--- src/synth_defs.svh ---
`ifndef SYNTH_DEFS_SVH
`define SYNTH_DEFS_SVH

// a MIDI data byte carries seven payload bits below a clear top bit
`define MIDI_DATA_WIDTH 7

// number of synth parameters behind the control change map
`define PARAM_COUNT 8

// index into the parameter bank, 0 is tempo and 7 is volume
`define PARAM_INDEX_WIDTH 3

`endif

--- src/synth_pkg.sv ---
`default_nettype none

`include "synth_defs.svh"

package synth_pkg;

  // high nibble of a channel status byte
  typedef enum logic [3:0] {
    NOTE_OFF         = 4'h8,
    NOTE_ON          = 4'h9,
    POLY_PRESSURE    = 4'hA,
    CONTROL_CHANGE   = 4'hB,
    PROGRAM_CHANGE   = 4'hC,
    CHANNEL_PRESSURE = 4'hD,
    PITCH_BEND       = 4'hE
  } message_type_t;

  // controller numbers that map onto a synth parameter
  typedef enum logic [`MIDI_DATA_WIDTH-1:0] {
    VOLUME     = 7'd7,
    TEMPO      = 7'd14,
    UNISON     = 7'd15,
    DUTY_CYCLE = 7'd16,
    RELEASE    = 7'd72,
    ATTACK     = 7'd73,
    DECAY      = 7'd75,
    SUSTAIN    = 7'd79
  } controller_t;

  // id of the parameter touched by the last message, follows the struct order
  typedef enum logic [3:0] {
    PARAM_NONE          = 4'd0,
    PARAM_TEMPO         = 4'd1,
    PARAM_UNISON_DETUNE = 4'd2,
    PARAM_DUTY_CYCLE    = 4'd3,
    PARAM_ATTACK_TIME   = 4'd4,
    PARAM_DECAY_TIME    = 4'd5,
    PARAM_SUSTAIN_LEVEL = 4'd6,
    PARAM_RELEASE_TIME  = 4'd7,
    PARAM_VOLUME        = 4'd8
  } parameter_change_t;

  // tempo sits in the top bits, volume in the bottom bits
  typedef struct packed {
    logic [`MIDI_DATA_WIDTH-1:0] tempo;
    logic [`MIDI_DATA_WIDTH-1:0] unison_detune;
    logic [`MIDI_DATA_WIDTH-1:0] duty_cycle;
    logic [`MIDI_DATA_WIDTH-1:0] attack_time;
    logic [`MIDI_DATA_WIDTH-1:0] decay_time;
    logic [`MIDI_DATA_WIDTH-1:0] sustain_level;
    logic [`MIDI_DATA_WIDTH-1:0] release_time;
    logic [`MIDI_DATA_WIDTH-1:0] volume;
  } parameter_t;

endpackage : synth_pkg

`default_nettype wire

--- src/midi_message_if.sv ---
`timescale 1ns/10ps
`default_nettype none

`include "synth_defs.svh"

interface midi_message_if import synth_pkg::*; ();

  message_type_t               message_type;
  logic [3:0]                  channel;
  logic [`MIDI_DATA_WIDTH-1:0] data_byte1;
  logic [`MIDI_DATA_WIDTH-1:0] data_byte2;
  logic                        message_ready;  // fields hold until the next pulse

  modport sender (
    output message_type, channel, data_byte1, data_byte2, message_ready
  );

  modport receiver (
    input message_type, channel, data_byte1, data_byte2, message_ready
  );

endinterface : midi_message_if

`default_nettype wire

--- src/midi_message_decoder.sv ---
`timescale 1ns/10ps
`default_nettype none

`include "synth_defs.svh"

module midi_message_decoder import synth_pkg::*; (
  input  logic           clock_50_000_000,
  input  logic           reset_l,
  input  logic [7:0]     byte_data,
  input  logic           byte_strobe,
  midi_message_if.sender message
);

  typedef enum logic [1:0] {
    BYTE_DATA,
    BYTE_STATUS,
    BYTE_SYSTEM_COMMON,
    BYTE_REAL_TIME
  } byte_class_t;

  byte_class_t                 byte_class;
  message_type_t               byte_type;
  logic                        status_valid;
  message_type_t               status_type;
  logic [3:0]                  status_channel;
  logic [1:0]                  expected_count;
  logic [1:0]                  data_count;
  logic [`MIDI_DATA_WIDTH-1:0] first_data;
  logic                        data_accepted;
  logic                        message_done;

  always_comb begin
    if (!byte_data[7]) begin
      byte_class = BYTE_DATA;
    end else if (byte_data[7:4] != 4'hF) begin
      byte_class = BYTE_STATUS;
    end else if (!byte_data[3]) begin
      byte_class = BYTE_SYSTEM_COMMON;  // F0 to F7
    end else begin
      byte_class = BYTE_REAL_TIME;  // F8 to FF
    end
  end

  assign byte_type     = message_type_t'(byte_data[7:4]);
  assign data_accepted = byte_strobe && (byte_class == BYTE_DATA) && status_valid;
  assign message_done  = data_accepted && (data_count + 2'd1 == expected_count);

  always_ff @(posedge clock_50_000_000, negedge reset_l) begin
    if (!reset_l) begin
      status_valid          <= 1'b0;
      status_type           <= NOTE_OFF;
      status_channel        <= '0;
      expected_count        <= 2'd2;
      data_count            <= '0;
      message.message_ready <= 1'b0;
    end else begin
      message.message_ready <= message_done;
      if (byte_strobe) begin
        unique case (byte_class)
          BYTE_STATUS: begin
            status_valid   <= 1'b1;
            status_type    <= byte_type;
            status_channel <= byte_data[3:0];
            data_count     <= '0;
            if ((byte_type == PROGRAM_CHANGE) || (byte_type == CHANNEL_PRESSURE)) begin
              expected_count <= 2'd1;
            end else begin
              expected_count <= 2'd2;
            end
          end
          BYTE_SYSTEM_COMMON: begin
            status_valid <= 1'b0;  // running status is lost until the next status byte
            data_count   <= '0;
          end
          BYTE_DATA: begin
            if (status_valid) begin
              data_count <= message_done ? 2'd0 : data_count + 2'd1;
            end
          end
          default: begin
          end
        endcase
      end
    end
  end

  always_ff @(posedge clock_50_000_000) begin
    if (data_accepted && (data_count == 2'd0)) begin
      first_data <= byte_data[`MIDI_DATA_WIDTH-1:0];
    end
    if (message_done) begin
      message.message_type <= status_type;
      message.channel      <= status_channel;
      if (expected_count == 2'd1) begin
        message.data_byte1 <= byte_data[`MIDI_DATA_WIDTH-1:0];
        message.data_byte2 <= '0;  // single data byte messages leave the second one empty
      end else begin
        message.data_byte1 <= first_data;
        message.data_byte2 <= byte_data[`MIDI_DATA_WIDTH-1:0];
      end
    end
  end

endmodule : midi_message_decoder

`default_nettype wire

--- src/parameter_control.sv ---
`timescale 1ns/10ps
`default_nettype none

`include "synth_defs.svh"

module parameter_control import synth_pkg::*; (
  input  logic              clock_50_000_000,
  input  logic              reset_l,
  midi_message_if.receiver  message,
  output parameter_t        parameters,
  output parameter_change_t parameter_changes,
  output logic              update
);

  controller_t                 controller;
  logic [`MIDI_DATA_WIDTH-1:0] value;

  assign controller = controller_t'(message.data_byte1);
  assign value      = message.data_byte2;

  always_ff @(posedge clock_50_000_000, negedge reset_l) begin
    if (!reset_l) begin
      parameters        <= '0;
      parameter_changes <= PARAM_NONE;
      update            <= 1'b0;
    end else begin
      update <= message.message_ready;  // marks the cycle the registers below took effect
      if (message.message_ready) begin
        unique case (message.message_type)
          CONTROL_CHANGE: begin
            unique case (controller)
              TEMPO: begin
                parameters.tempo  <= value;
                parameter_changes <= PARAM_TEMPO;
              end
              UNISON: begin
                parameters.unison_detune <= value;
                parameter_changes        <= PARAM_UNISON_DETUNE;
              end
              DUTY_CYCLE: begin
                parameters.duty_cycle <= value;
                parameter_changes     <= PARAM_DUTY_CYCLE;
              end
              ATTACK: begin
                parameters.attack_time <= value;
                parameter_changes      <= PARAM_ATTACK_TIME;
              end
              DECAY: begin
                parameters.decay_time <= value;
                parameter_changes     <= PARAM_DECAY_TIME;
              end
              SUSTAIN: begin
                parameters.sustain_level <= value;
                parameter_changes        <= PARAM_SUSTAIN_LEVEL;
              end
              RELEASE: begin
                parameters.release_time <= value;
                parameter_changes       <= PARAM_RELEASE_TIME;
              end
              VOLUME: begin
                parameters.volume <= value;
                parameter_changes <= PARAM_VOLUME;
              end
              default: begin
                parameter_changes <= PARAM_NONE;  // unmapped controller leaves the fields alone
              end
            endcase
          end
          default: begin
            parameter_changes <= PARAM_NONE;
          end
        endcase
      end
    end
  end

endmodule : parameter_control

`default_nettype wire

--- src/parameter_readout.sv ---
`timescale 1ns/10ps
`default_nettype none

`include "synth_defs.svh"

module parameter_readout import synth_pkg::*; (
  input  logic                          clock_50_000_000,
  input  logic                          reset_l,
  input  parameter_t                    parameters,
  input  parameter_change_t             parameter_changes,
  input  logic                          update,
  input  logic [`PARAM_INDEX_WIDTH-1:0] read_select,
  output logic [`MIDI_DATA_WIDTH-1:0]   read_value,
  output logic                          change_valid,
  output parameter_change_t             change_id,
  output logic [`MIDI_DATA_WIDTH-1:0]   change_value
);

  logic [`PARAM_INDEX_WIDTH-1:0] change_index;
  logic                          change_pending;

  // index 0 is the first struct field, which sits in the top bits
  function automatic logic [`MIDI_DATA_WIDTH-1:0] field_at(
    input parameter_t                    fields,
    input logic [`PARAM_INDEX_WIDTH-1:0] index
  );
    return fields[(`PARAM_COUNT - 1 - index) * `MIDI_DATA_WIDTH +: `MIDI_DATA_WIDTH];
  endfunction

  assign change_index   = `PARAM_INDEX_WIDTH'(parameter_changes - 4'd1);  // ids start at 1
  assign change_pending = update && (parameter_changes != PARAM_NONE);
  assign read_value     = field_at(parameters, read_select);

  always_ff @(posedge clock_50_000_000, negedge reset_l) begin
    if (!reset_l) begin
      change_valid <= 1'b0;
      change_id    <= PARAM_NONE;
      change_value <= '0;
    end else begin
      change_valid <= change_pending;
      if (change_pending) begin
        change_id    <= parameter_changes;
        change_value <= field_at(parameters, change_index);
      end
    end
  end

endmodule : parameter_readout

`default_nettype wire

--- src/synth_control.sv ---
`timescale 1ns/10ps
`default_nettype none

`include "synth_defs.svh"

module synth_control import synth_pkg::*; (
  input  logic                          clock_50_000_000,
  input  logic                          reset_l,
  input  logic [7:0]                    byte_data,
  input  logic                          byte_strobe,
  input  logic [`PARAM_INDEX_WIDTH-1:0] read_select,
  output logic [`MIDI_DATA_WIDTH-1:0]   read_value,
  output parameter_t                    parameters,
  output logic                          change_valid,
  output parameter_change_t             change_id,
  output logic [`MIDI_DATA_WIDTH-1:0]   change_value
);

  parameter_change_t parameter_changes;
  logic              update;

  midi_message_if message ();

  midi_message_decoder decoder (
    .clock_50_000_000 (clock_50_000_000),
    .reset_l          (reset_l),
    .byte_data        (byte_data),
    .byte_strobe      (byte_strobe),
    .message          (message.sender)
  );

  parameter_control control (
    .clock_50_000_000  (clock_50_000_000),
    .reset_l           (reset_l),
    .message           (message.receiver),
    .parameters        (parameters),
    .parameter_changes (parameter_changes),
    .update            (update)
  );

  parameter_readout readout (
    .clock_50_000_000  (clock_50_000_000),
    .reset_l           (reset_l),
    .parameters        (parameters),
    .parameter_changes (parameter_changes),
    .update            (update),
    .read_select       (read_select),
    .read_value        (read_value),
    .change_valid      (change_valid),
    .change_id         (change_id),
    .change_value      (change_value)
  );

endmodule : synth_control

`default_nettype wire

--- config.mk ---
export PLATFORM = sky130hd
export DESIGN_NAME = synth_control
export DESIGN_NICKNAME = d
export VERILOG_FILES = /design/src/synth_pkg.sv /design/src/midi_message_if.sv /design/src/midi_message_decoder.sv /design/src/parameter_control.sv /design/src/parameter_readout.sv /design/src/synth_control.sv
export VERILOG_INCLUDE_DIRS = /design/src /design/src/src
export SDC_FILE = /design/constraint.sdc
export NUM_CORES = 1
export LEC_CHECK = 0
export BUFFER_PORTS_ARGS = -buffer_cell sky130_fd_sc_hd__buf_2
export CAP_MARGIN = 20
export CORE_UTILIZATION = 53
export DETAILED_ROUTE_END_ITERATION = 8
export GPL_ROUTABILITY_DRIVEN = 1
export MAX_ROUTING_LAYER = met4
export PLACE_DENSITY = 0.8
export REMOVE_ABC_BUFFERS = 1
export SETUP_SLACK_MARGIN = 0.3
export SYNTH_ARGS = -nofsm -noshare
export SYNTH_HDL_FRONTEND = slang
export SYNTH_SLANG_ARGS = --single-unit
--- constraint.sdc ---
create_clock -name clock_50_000_000 -period 5.4 [get_ports clock_50_000_000]
set_input_delay 0.54 -clock clock_50_000_000 [delete_from_list [all_inputs] [get_ports clock_50_000_000]]
set_output_delay 0.54 -clock clock_50_000_000 [all_outputs]
set_load 0.01 [all_outputs]
Yosys cells after proc, flatten, opt, wreduce, memory -nomap -nowiden. Index checks and enable logic that the tools add are counted.

Bits in registers: 108. Output and inout port bits: 75. Bits of input ports: 14. Word-level logic and storage cells: 81.

Muxes and demuxes: 11. Reductions and logical operators: 23. $add $sub $neg: 4. Equality and inequality tests: 17. Multipliers: 2. Shift-type cells: 2.

Operator list (number): $shiftx A56 B33 Y7 (2); $mul A32 B3 Y32 const B (2); $pmux W4 S8 (1); $eq A7 B7 Y1 const B (4); $reduce_and A3 Y1 (9); $eq A7 B4 Y1 const B (2); $eq A4 B4 Y1 const B (3); $mux W2 (5); $sub A3 B3 Y4 const A (2); $eq A7 B3 Y1 const B (1); $eq A7 B5 Y1 const B (1); $mux W7 (1); $logic_and A1 B1 Y1 (5); $eq A2 B1 Y1 const B (2); $logic_not A2 Y1 (2); $mux W4 (1); $ne A4 B4 Y1 const B (1); $pmux W2 S2 (1); $reduce_and A2 Y1 (2); $reduce_bool A2 Y1 (2); $reduce_bool A4 Y1 (1); $sub A3 B1 Y3 const B (1); $add A2 B1 Y2 const B (1); $eq A2 B2 Y1 (1); other kinds (6) (6).

Longest topological paths before layout. Gate-level depths: netlist (run 1).

Depth after elaboration: 10. Depth in mapped cells: 19.

Modules after synthesis. From an unflattened synthesis (run 1), not the netlist that was laid out.

Cell total of the unflattened synthesis: 766. Area total of the unflattened synthesis: 9461.6 µm².

By module, submodules not included: parameter_readout (instances 1, area each 5235.0 µm², cells an instance 505, sequential area each 300.3 µm²); parameter_control (instances 1, area each 2487.4 µm², cells an instance 154, sequential area each 1526.5 µm²); midi_message_decoder (instances 1, area each 1739.2 µm², cells an instance 107, sequential area each 1223.7 µm²).

Worst setup path before layout (run 1). OpenSTA, ideal clock, no wires.

Path kind: reg-to-reg. Start: register control.parameter_changes[0]. End: register readout.change_value[1]. Cell stages (with the launch flop): 19. Setup slack: 635 ps. Path buffers: 8. Arrival time: 4645 ps. Clock period less this slack: 4765 ps. Required time: 5280 ps. Cell sequence: dfrtp_1 > buf_6 > buf_2 > buf_2 > inv_1 > ha_1 > buf_2 > buf_2 > buf_1 > xor2_1 > xnor2_1 > ha_1 > ha_1 > clkbuf_1 > clkbuf_1 > mux4_2 > mux2i_1 > nand2_1 > o211a_1.

Cells in the longest elaborated chain, start to end: 4.

RTL lines: start: declaration (RTL line parameter_control.sv:11) `output parameter_change_t parameter_changes,`; start signal: assignment (RTL line parameter_control.sv:24) `parameter_changes <= PARAM_NONE;`; start signal: assignment (RTL line parameter_control.sv:34) `parameter_changes <= PARAM_TEMPO;`; start signal: assignment (RTL line parameter_control.sv:38) `parameter_changes <= PARAM_UNISON_DETUNE;`; $sub A3 B1 Y3 (RTL line parameter_readout.sv:30) `` assign change_index = `PARAM_INDEX_WIDTH'(parameter_changes - 4'd1); ``; $sub A3 B3 Y4 (no line); $mul A32 B3 Y32 (no line); $shiftx A56 B33 Y7 (RTL line parameter_readout.sv:27) `` return fields[(`PARAM_COUNT - 1 - index) * `MIDI_DATA_WIDTH +: `MIDI_DATA_WIDTH]; ``; end signal: assignment (RTL line parameter_readout.sv:43) `change_value <= field_at(parameters, change_index);`; end: declaration (RTL line parameter_readout.sv:16) `` output logic [`MIDI_DATA_WIDTH-1:0] change_value ``.

Several ways; a longest one is shown, not always the timed one. A chain may end at the register's enable or synchronous reset.

Worst setup path after layout (run 1).
Start: input port read_select[0]. End: output port read_value[5].

Cells in the longest elaborated chain, start to end: 3.

RTL lines: start: declaration (RTL line synth_control.sv:11) `` input logic [`PARAM_INDEX_WIDTH-1:0] read_select, ``; $sub A3 B3 Y4 (no line); $mul A32 B3 Y32 (no line); $shiftx A56 B33 Y7 (RTL line parameter_readout.sv:27); end: declaration (RTL line synth_control.sv:12) `` output logic [`MIDI_DATA_WIDTH-1:0] read_value, ``.

No other way between the ends.

==> results of run 1 <==
==> registers in the layout (all words and copies together) (netlist names) <==
name,cells
decoder.message.data_byte1,7
control.parameter_changes,4
decoder.message.message_type,4
control.update,1
readout.change_valid,1
control.parameters,56
readout.change_value,7
decoder.data_count,2
decoder.status_type,4
readout.change_id,4
decoder.status_valid,1
decoder.expected_count,2
decoder.message.message_ready,1
decoder.first_data,7
decoder.message.data_byte2,7
==> cell families after synthesis <==
| logic type | share of synthesized area (%) |
|---|---|
| compound gates | 8.07 |
| fa+ha+maj | 2.25 |
| buf+inv | 3.98 |
| flops | 32.3 |
| xor+xnor | 0.699 |
| simple gates | 7.49 |
| mux | 45.3 |
==> critical path: cells and delay by family <==
kind | cells | cell delay, ps
AOI/OAI and AO/OA | 2 | 320
muxes | 2 | 1050
adders and majority gates | 1 | 1020
buffers and inverters | 5 | 900
==> placed cells by master, fill, tap and decap left out, types with 4 or more instances in the layout <==
master | Yosys | final
mux4_2 | 109 | 109
and2_1 | 10 | 10
inv_1 | 20 | 20
ha_1 | 11 | 9
edfxtp_1 | 25 | 25
mux4_1 | 15 | 15
buf_4 | 3 | 15
nand2b_1 | 10 | 10
a21oi_1 | 21 | 21
nor2_1 | 23 | 23
nand2_1 | 28 | 28
mux2_2 | 72 | 72
o22ai_1 | 15 | 15
nand3b_1 | 4 | 4
xor2_1 | 4 | 4
a31oi_1 | 6 | 6
a32oi_1 | 4 | 4
o21ai_0 | 22 | 22
buf_2 | 19 | 87
nor3_1 | 10 | 9
dfrtp_1 | 81 | 80
mux2i_1 | 31 | 31
clkbuf_16 | 0 | 9
nor2b_1 | 11 | 11
nand3_1 | 8 | 8
a211oi_1 | 11 | 11
==> per-layer routing <==
metal  vias up  track usage, %  wire length, microns
li1       2813               -                     -
met1      3468            41.1                  9180
met2       480            50.1                 12100
met3        80            6.92                  2640
met4         0            11.6                   793
met5         -               -                     0
==> path summary, 6_finish.rpt <==
check | startpoint | end | slack (ps) | depth (start not counted)
worst max register to register | control.parameter_changes[1] | readout.change_value[0] | 1450 | 11
worst min-delay path | reset_l | decoder.status_valid | 110 | 1
worst min register to register | decoder.status_type[2] | decoder.message.message_type[2] | 460 | 0
worst max-delay path | read_select[0] | read_value[5] | 1010 | 10
max in group asynchronous | reset_l | control.parameter_changes[0] | 4250 | 2
min in group clock_50_000_000 | byte_data[2] | decoder.first_data[2] | 380 | 1
==> stage by stage <==
| stage | worst slack, ps | std cells | total power, W |
|---|---|---|---|
| 4_1_cts | 1040 | 939 | 0.00188 |
| 5_1_grt | 833 | 940 | 0.00193 |
| 3_3_place_gp | 1150 | 923 | 0.00116 |
| 6_report | 1010 | 940 | 0.00187 |
| 2_1_floorplan | -1270 | 606 | 0.00108 |
| 3_5_place_dp | 1040 | 923 | 0.00117 |
==> cell usage after synthesis, types with 15 or more instances <==
cell and instances:
edfxtp_1 25, mux2_2 72, nand2_1 28, mux4_1 15
a21oi_1 21, mux4_2 109, dfrtp_1 81, clkbuf_1 23
o22ai_1 15, inv_1 20, nor2_1 23, buf_2 19
o21ai_0 22, mux2i_1 31
==> area by class of cell <==
type / count / area [sq um] / share of cell area [%]
Multi-Input combinational cell: 477 / 5600 / 58.0
Sequential cell: 108 / 2830 / 29.3
Timing Repair Buffer: 102 / 548 / 5.67
Tap cell: 216 / 270 / 2.80
Clock buffer: 9 / 225 / 2.33
Clock inverter: 7 / 103 / 1.06
Inverter: 21 / 78.8 / 0.816
==> power by group through the flow <==
stage	combinational, W	sequential, W	clock [W]
2_1_floorplan	0.000195	0.000888	0
3_3_place_gp	0.000264	0.000896	0
3_5_place_dp	0.000275	0.000898	0
4_1_cts	0.000277	0.000881	0.000724
5_1_grt	0.000301	0.000885	0.000744
6_report	0.000277	0.000882	0.000713
==> flow_metrics.tcl, run 1 <==
set metrics [dict create \
    cts_tree "built" \
    postLayoutCellArea_sq_um 9660 \
    ys_ff_latch 108 \
    fp.dieW_microns 131 \
    worst_clock_skew_ps 10.7 \
    viasPerCell 7.28 \
    finalCritPeriodShare_pct 81.4 \
    async_flop_share_pct 76.9 \
    path_cells "buf_2 -> inv_1 -> buf_4 -> ha_2 -> buf_4 -> mux4_2 -> mux4_2 -> a32oi_1 -> o21ai_0 -> buf_2" \
    path_clk_slew_ps 80 \
    synth_edf_count 25 \
    num_vias 6841 \
    die_h_microns 131 \
    slowest_stage "ha_2" \
    post_cts_buffers 0 \
    grt_pass1_wl_mm 39.0 \
    synthesis.area_sq_um 8770 \
    antenna_cells 0 \
    worstPathArrival_ps 3850 \
    yosysWarnings 0 \
    cts.path.max_buffers 2 \
    power_density_nw_per_um2 194 \
    irDropWorstVdd_v 0.000203 \
    power.switching_w 0.000516 \
    power_leakage_nw 3.99 \
    routabilityCongestion 0.972 \
    rows 46 \
    port_buffers 88 \
    drt-initial-drc-count 854 \
    h-tree-depth 3 \
    drt_wl_total_mm 24.7 \
    synth_top_cell_area_share_pct 28.0 \
    cts_resized 0 \
    endpoint_kind "primary output" \
    slowest_delay_ps 1020 \
    start_util_pct 54.8 \
    rsz0062_at_grt "no" \
    syn_inst 662 \
    dp_hpwl_mm 17.4 \
    final_nets 747 \
    maxCapViolations 0 \
    grt_pass1_vias 6753 \
    dieArea_sq_um 17100 \
    pin_count 89 \
    finalSetupTns_ps 0 \
    clock-sinks 108 \
    root_buffer "clkbuf_16" \
    synthToLayoutAreaGrowth_pct 10.1 \
    cts_hold_buf 0 \
    drcViolationCount 0 \
    grt_max_degree 66 \
    status "completed" \
    grt-ovfl-total 0 \
    fillCellCount 1276 \
    crit_required_ps 4860 \
    relSlewSlack_pct 29.4 \
    pwr-share-seq_pct 47.1 \
    switching_share_pct 27.6 \
    whs_ps 107 \
    worst-setup-path-type "primary input to primary output" \
    p_clk_share_pct 38.1 \
    hold_viol 0 \
    final_layout_size_suffix_gt1_share_pct 43.2 \
    synth_cell_types 65 \
    post-route-util_pct 60.4 \
    place_area_sq_um 9330 \
    intPower_w 0.00136 \
    synth_flop_cell "dfrtp_1" \
    dr.pass1.iters 6 \
    ys_seq_area_share_pct 32.3 \
    fmax_mhz 228 \
    setup_viol 0 \
    slew_violations 0 \
    synth_area_leaders "mux4_2, dfrtp_1, mux2_2" \
    clock_latency_ps 370 \
    cts_buffers 9 \
    wl_per_cell_microns 26.3 \
    postRouteAntennaNets 0 \
    critPathMaxFanout 44 \
    start_kind "primary input" \
    synth_area_leader_cell "mux4_2" \
    grt.total_usage_pct 31.9 \
    hp-class "primary input to async pin" \
    worstMarginPinSlew_ps 1060 \
    syn_area_per_cell_sq_um 13.3 \
    grt_antenna_before_repair 0 \
    final.min_clock_period_ps 4390 \
    core_sq_um 16000 \
    power_frac_comb_pct 14.8 \
]
(Power assumes the default switching activity.)
==> run 2: changes to the inputs <==
--- a/config.mk
+++ b/config.mk
@@ -12,7 +12,7 @@
 export DETAILED_ROUTE_END_ITERATION = 8
 export GPL_ROUTABILITY_DRIVEN = 1
 export MAX_ROUTING_LAYER = met4
-export PLACE_DENSITY = 0.8
+export PLACE_DENSITY = 0.83
 export REMOVE_ABC_BUFFERS = 1
 export SETUP_SLACK_MARGIN = 0.3
 export SYNTH_ARGS = -nofsm -noshare
==> constraint.sdc (replaced) <==
create_clock -name clock_50_000_000 -period 4 [get_ports clock_50_000_000]
set_input_delay 0.4 -clock clock_50_000_000 [delete_from_list [all_inputs] [get_ports clock_50_000_000]]
set_output_delay 0.4 -clock clock_50_000_000 [all_outputs]
set_load 0.01 [all_outputs]
==> run 2 against run 1 <==
Net effect: the run now ends with negative hold slack left; global-route usage hardly changed; routed wire length decreased by 0.67%; count of clock-buffer cells in the layout did not move; hold slack lost 110 ps; first-iteration DRC count grew 11%; critical path type unchanged.
==> flow_metrics.tcl, run 2 (synthesis results as in run 1) <==
set metrics [dict create \
    drt-initial-drc-count 945 \
    power_density_nw_per_um2 263 \
    power.switching_w 0.000720 \
    top_register "control.parameters" \
    place_area_sq_um 9390 \
    slew_violations 0 \
    grt_pass1_vias 6364 \
    setup_viol 0 \
    grt.total_usage_pct 31.9 \
    worstPathArrival_ps 3200 \
    start_kind "primary input" \
    worst_clock_skew_ps 10.7 \
    routabilityCongestion 0.956 \
    p_clk_share_pct 37.9 \
    finalCritPeriodShare_pct 90.0 \
    intPower_w 0.00185 \
    crit_required_ps 3600 \
    irDropWorstVdd_v 0.000404 \
    wl_per_cell_microns 25.9 \
    cts_buffers 9 \
    rows 46 \
    port_buffers 88 \
    fp.dieW_microns 131 \
    synthToLayoutAreaGrowth_pct 11.4 \
    fillCellCount 1299 \
    final_nets 755 \
    postLayoutCellArea_sq_um 9770 \
    power_frac_comb_pct 15.7 \
    layout_commonest_cell "mux4_2" \
    pin_count 89 \
    dr.pass1.iters 5 \
    hold_viol 1 \
    postRouteAntennaNets 0 \
    clock_latency_ps 370 \
    status "finished with violations" \
    grt_antenna_before_repair 0 \
    dp_hpwl_mm 17.5 \
    largest_reg_flops 56 \
    timing.final.ws_setup_ps 399 \
    clock-sinks 108 \
    pwr-share-seq_pct 46.4 \
    grt_pass1_wl_mm 38.4 \
    path_cells "buf_2 -> inv_1 -> fa_1 -> inv_1 -> ha_2 -> fa_1 -> buf_12 -> mux4_2 -> a21oi_1 -> o21ai_0 -> buf_2" \
    path_clk_slew_ps 80 \
    num_vias 6722 \
    cts_tree "built" \
    endpoint_kind "primary output" \
    fmax_mhz 278 \
    dieArea_sq_um 17100 \
    switching_share_pct 28.1 \
    grt-ovfl-total 0 \
    drcViolationCount 0 \
    rsz0062_at_grt "yes" \
    critPathMaxFanout 24 \
    worst-setup-path-type "primary input to primary output" \
    dpl_worst_slack_ps 314 \
    crit_family "adder cells" \
    final_layout_size_suffix_gt1_share_pct 44.4 \
    maxCapViolations 0 \
    cts.path.max_buffers 2 \
    grt_max_degree 84 \
    final.min_clock_period_ps 3600 \
    antenna_cells 0 \
    violations "negative hold slack" \
    relSlewSlack_pct 35.2 \
    slowest_stage "mux4_2" \
    h-tree-depth 3 \
    whs_ps -1.41 \
    drt_wl_total_mm 24.6 \
    start_util_pct 54.8 \
    die_h_microns 131 \
    hp-class "primary input to async pin" \
    core_sq_um 16000 \
    slowest_delay_ps 570 \
    critPathBufInv 5 \
    final_cell_mix "mux4_2, buf_2, dfrtp_1" \
    viasPerCell 7.09 \
    power_leakage_nw 4.03 \
    root_buffer "clkbuf_16" \
    worstMarginPinSlew_ps 964 \
]
## run 2: per-layer routing
metal | wire [microns] | up-vias | global-route usage (%)
met4 | 607 | 0 | 9.53
met2 | 11700 | 423 | 45.7
met3 | 2760 | 47 | 9.65
met1 | 9530 | 3443 | 44.0
met5 | 0 | - | -
li1 | - | 2809 | -
## run 2: worst paths after layout
path                                                   start                         endpoint  slack [ps]  cells past startpoint
min in group clock_50_000_000                   byte_data[0]            decoder.first_data[0]         230                      1
worst max register to register  control.parameter_changes[1]          readout.change_value[0]         510                     11
worst min register to register        decoder.status_type[2]  decoder.message.message_type[2]         460                      0
worst min-delay path                                 reset_l        decoder.expected_count[0]          -1                      1
max in group asynchronous                            reset_l           control.parameters[53]        3370                      2
worst max-delay path                          read_select[1]                    read_value[0]         400                     11
## run 2: metrics by stage
stage / std cells / hold WS [ps] / TNS, ps / power (W) / utilization (%)
after floorplan: 606 / 104 / -20030 / 0.00146 / -
after global placement: 930 / 428 / 0 / 0.00159 / 58.7
after detailed placement: 930 / 434 / 0 / 0.00161 / 58.7
after CTS: 946 / 219 / 0 / 0.00257 / 60.7
after global routing: 948 / 39.2 / 0 / 0.00266 / 61.1
final: 948 / -1.41 / 0 / 0.00257 / 61.1
## run 2: power groups by stage
stage | sequential (W) | combinational (W) | clock [W]
6_report | 0.00119 | 0.000403 | 0.000972
5_1_grt | 0.00119 | 0.000435 | 0.00102
4_1_cts | 0.00119 | 0.000398 | 0.000986
3_5_place_dp | 0.00121 | 0.000397 | 0
3_3_place_gp | 0.00121 | 0.000383 | 0
2_1_floorplan | 0.00120 | 0.000263 | 0
## run 2: area by class of cell
class                   instances  area [sq um]  area share (%)
clock buffers                   9           225            2.31
clock inverters                 7          97.6           0.999
inverters                      21          82.6           0.845
multi-input cells             477          5630            57.6
flip-flops and latches        108          2830            29.0
well taps                     216           270            2.77
repair buffers                110           637            6.52
## run 2: what timing repair did
action                                  4_1_cts  5_1_grt
buffers inserted                              0        0
endpoints found under the setup margin        1       12
hold buffers                                  0        0
gates resized for setup                       1        5
pin swaps                                     0        0
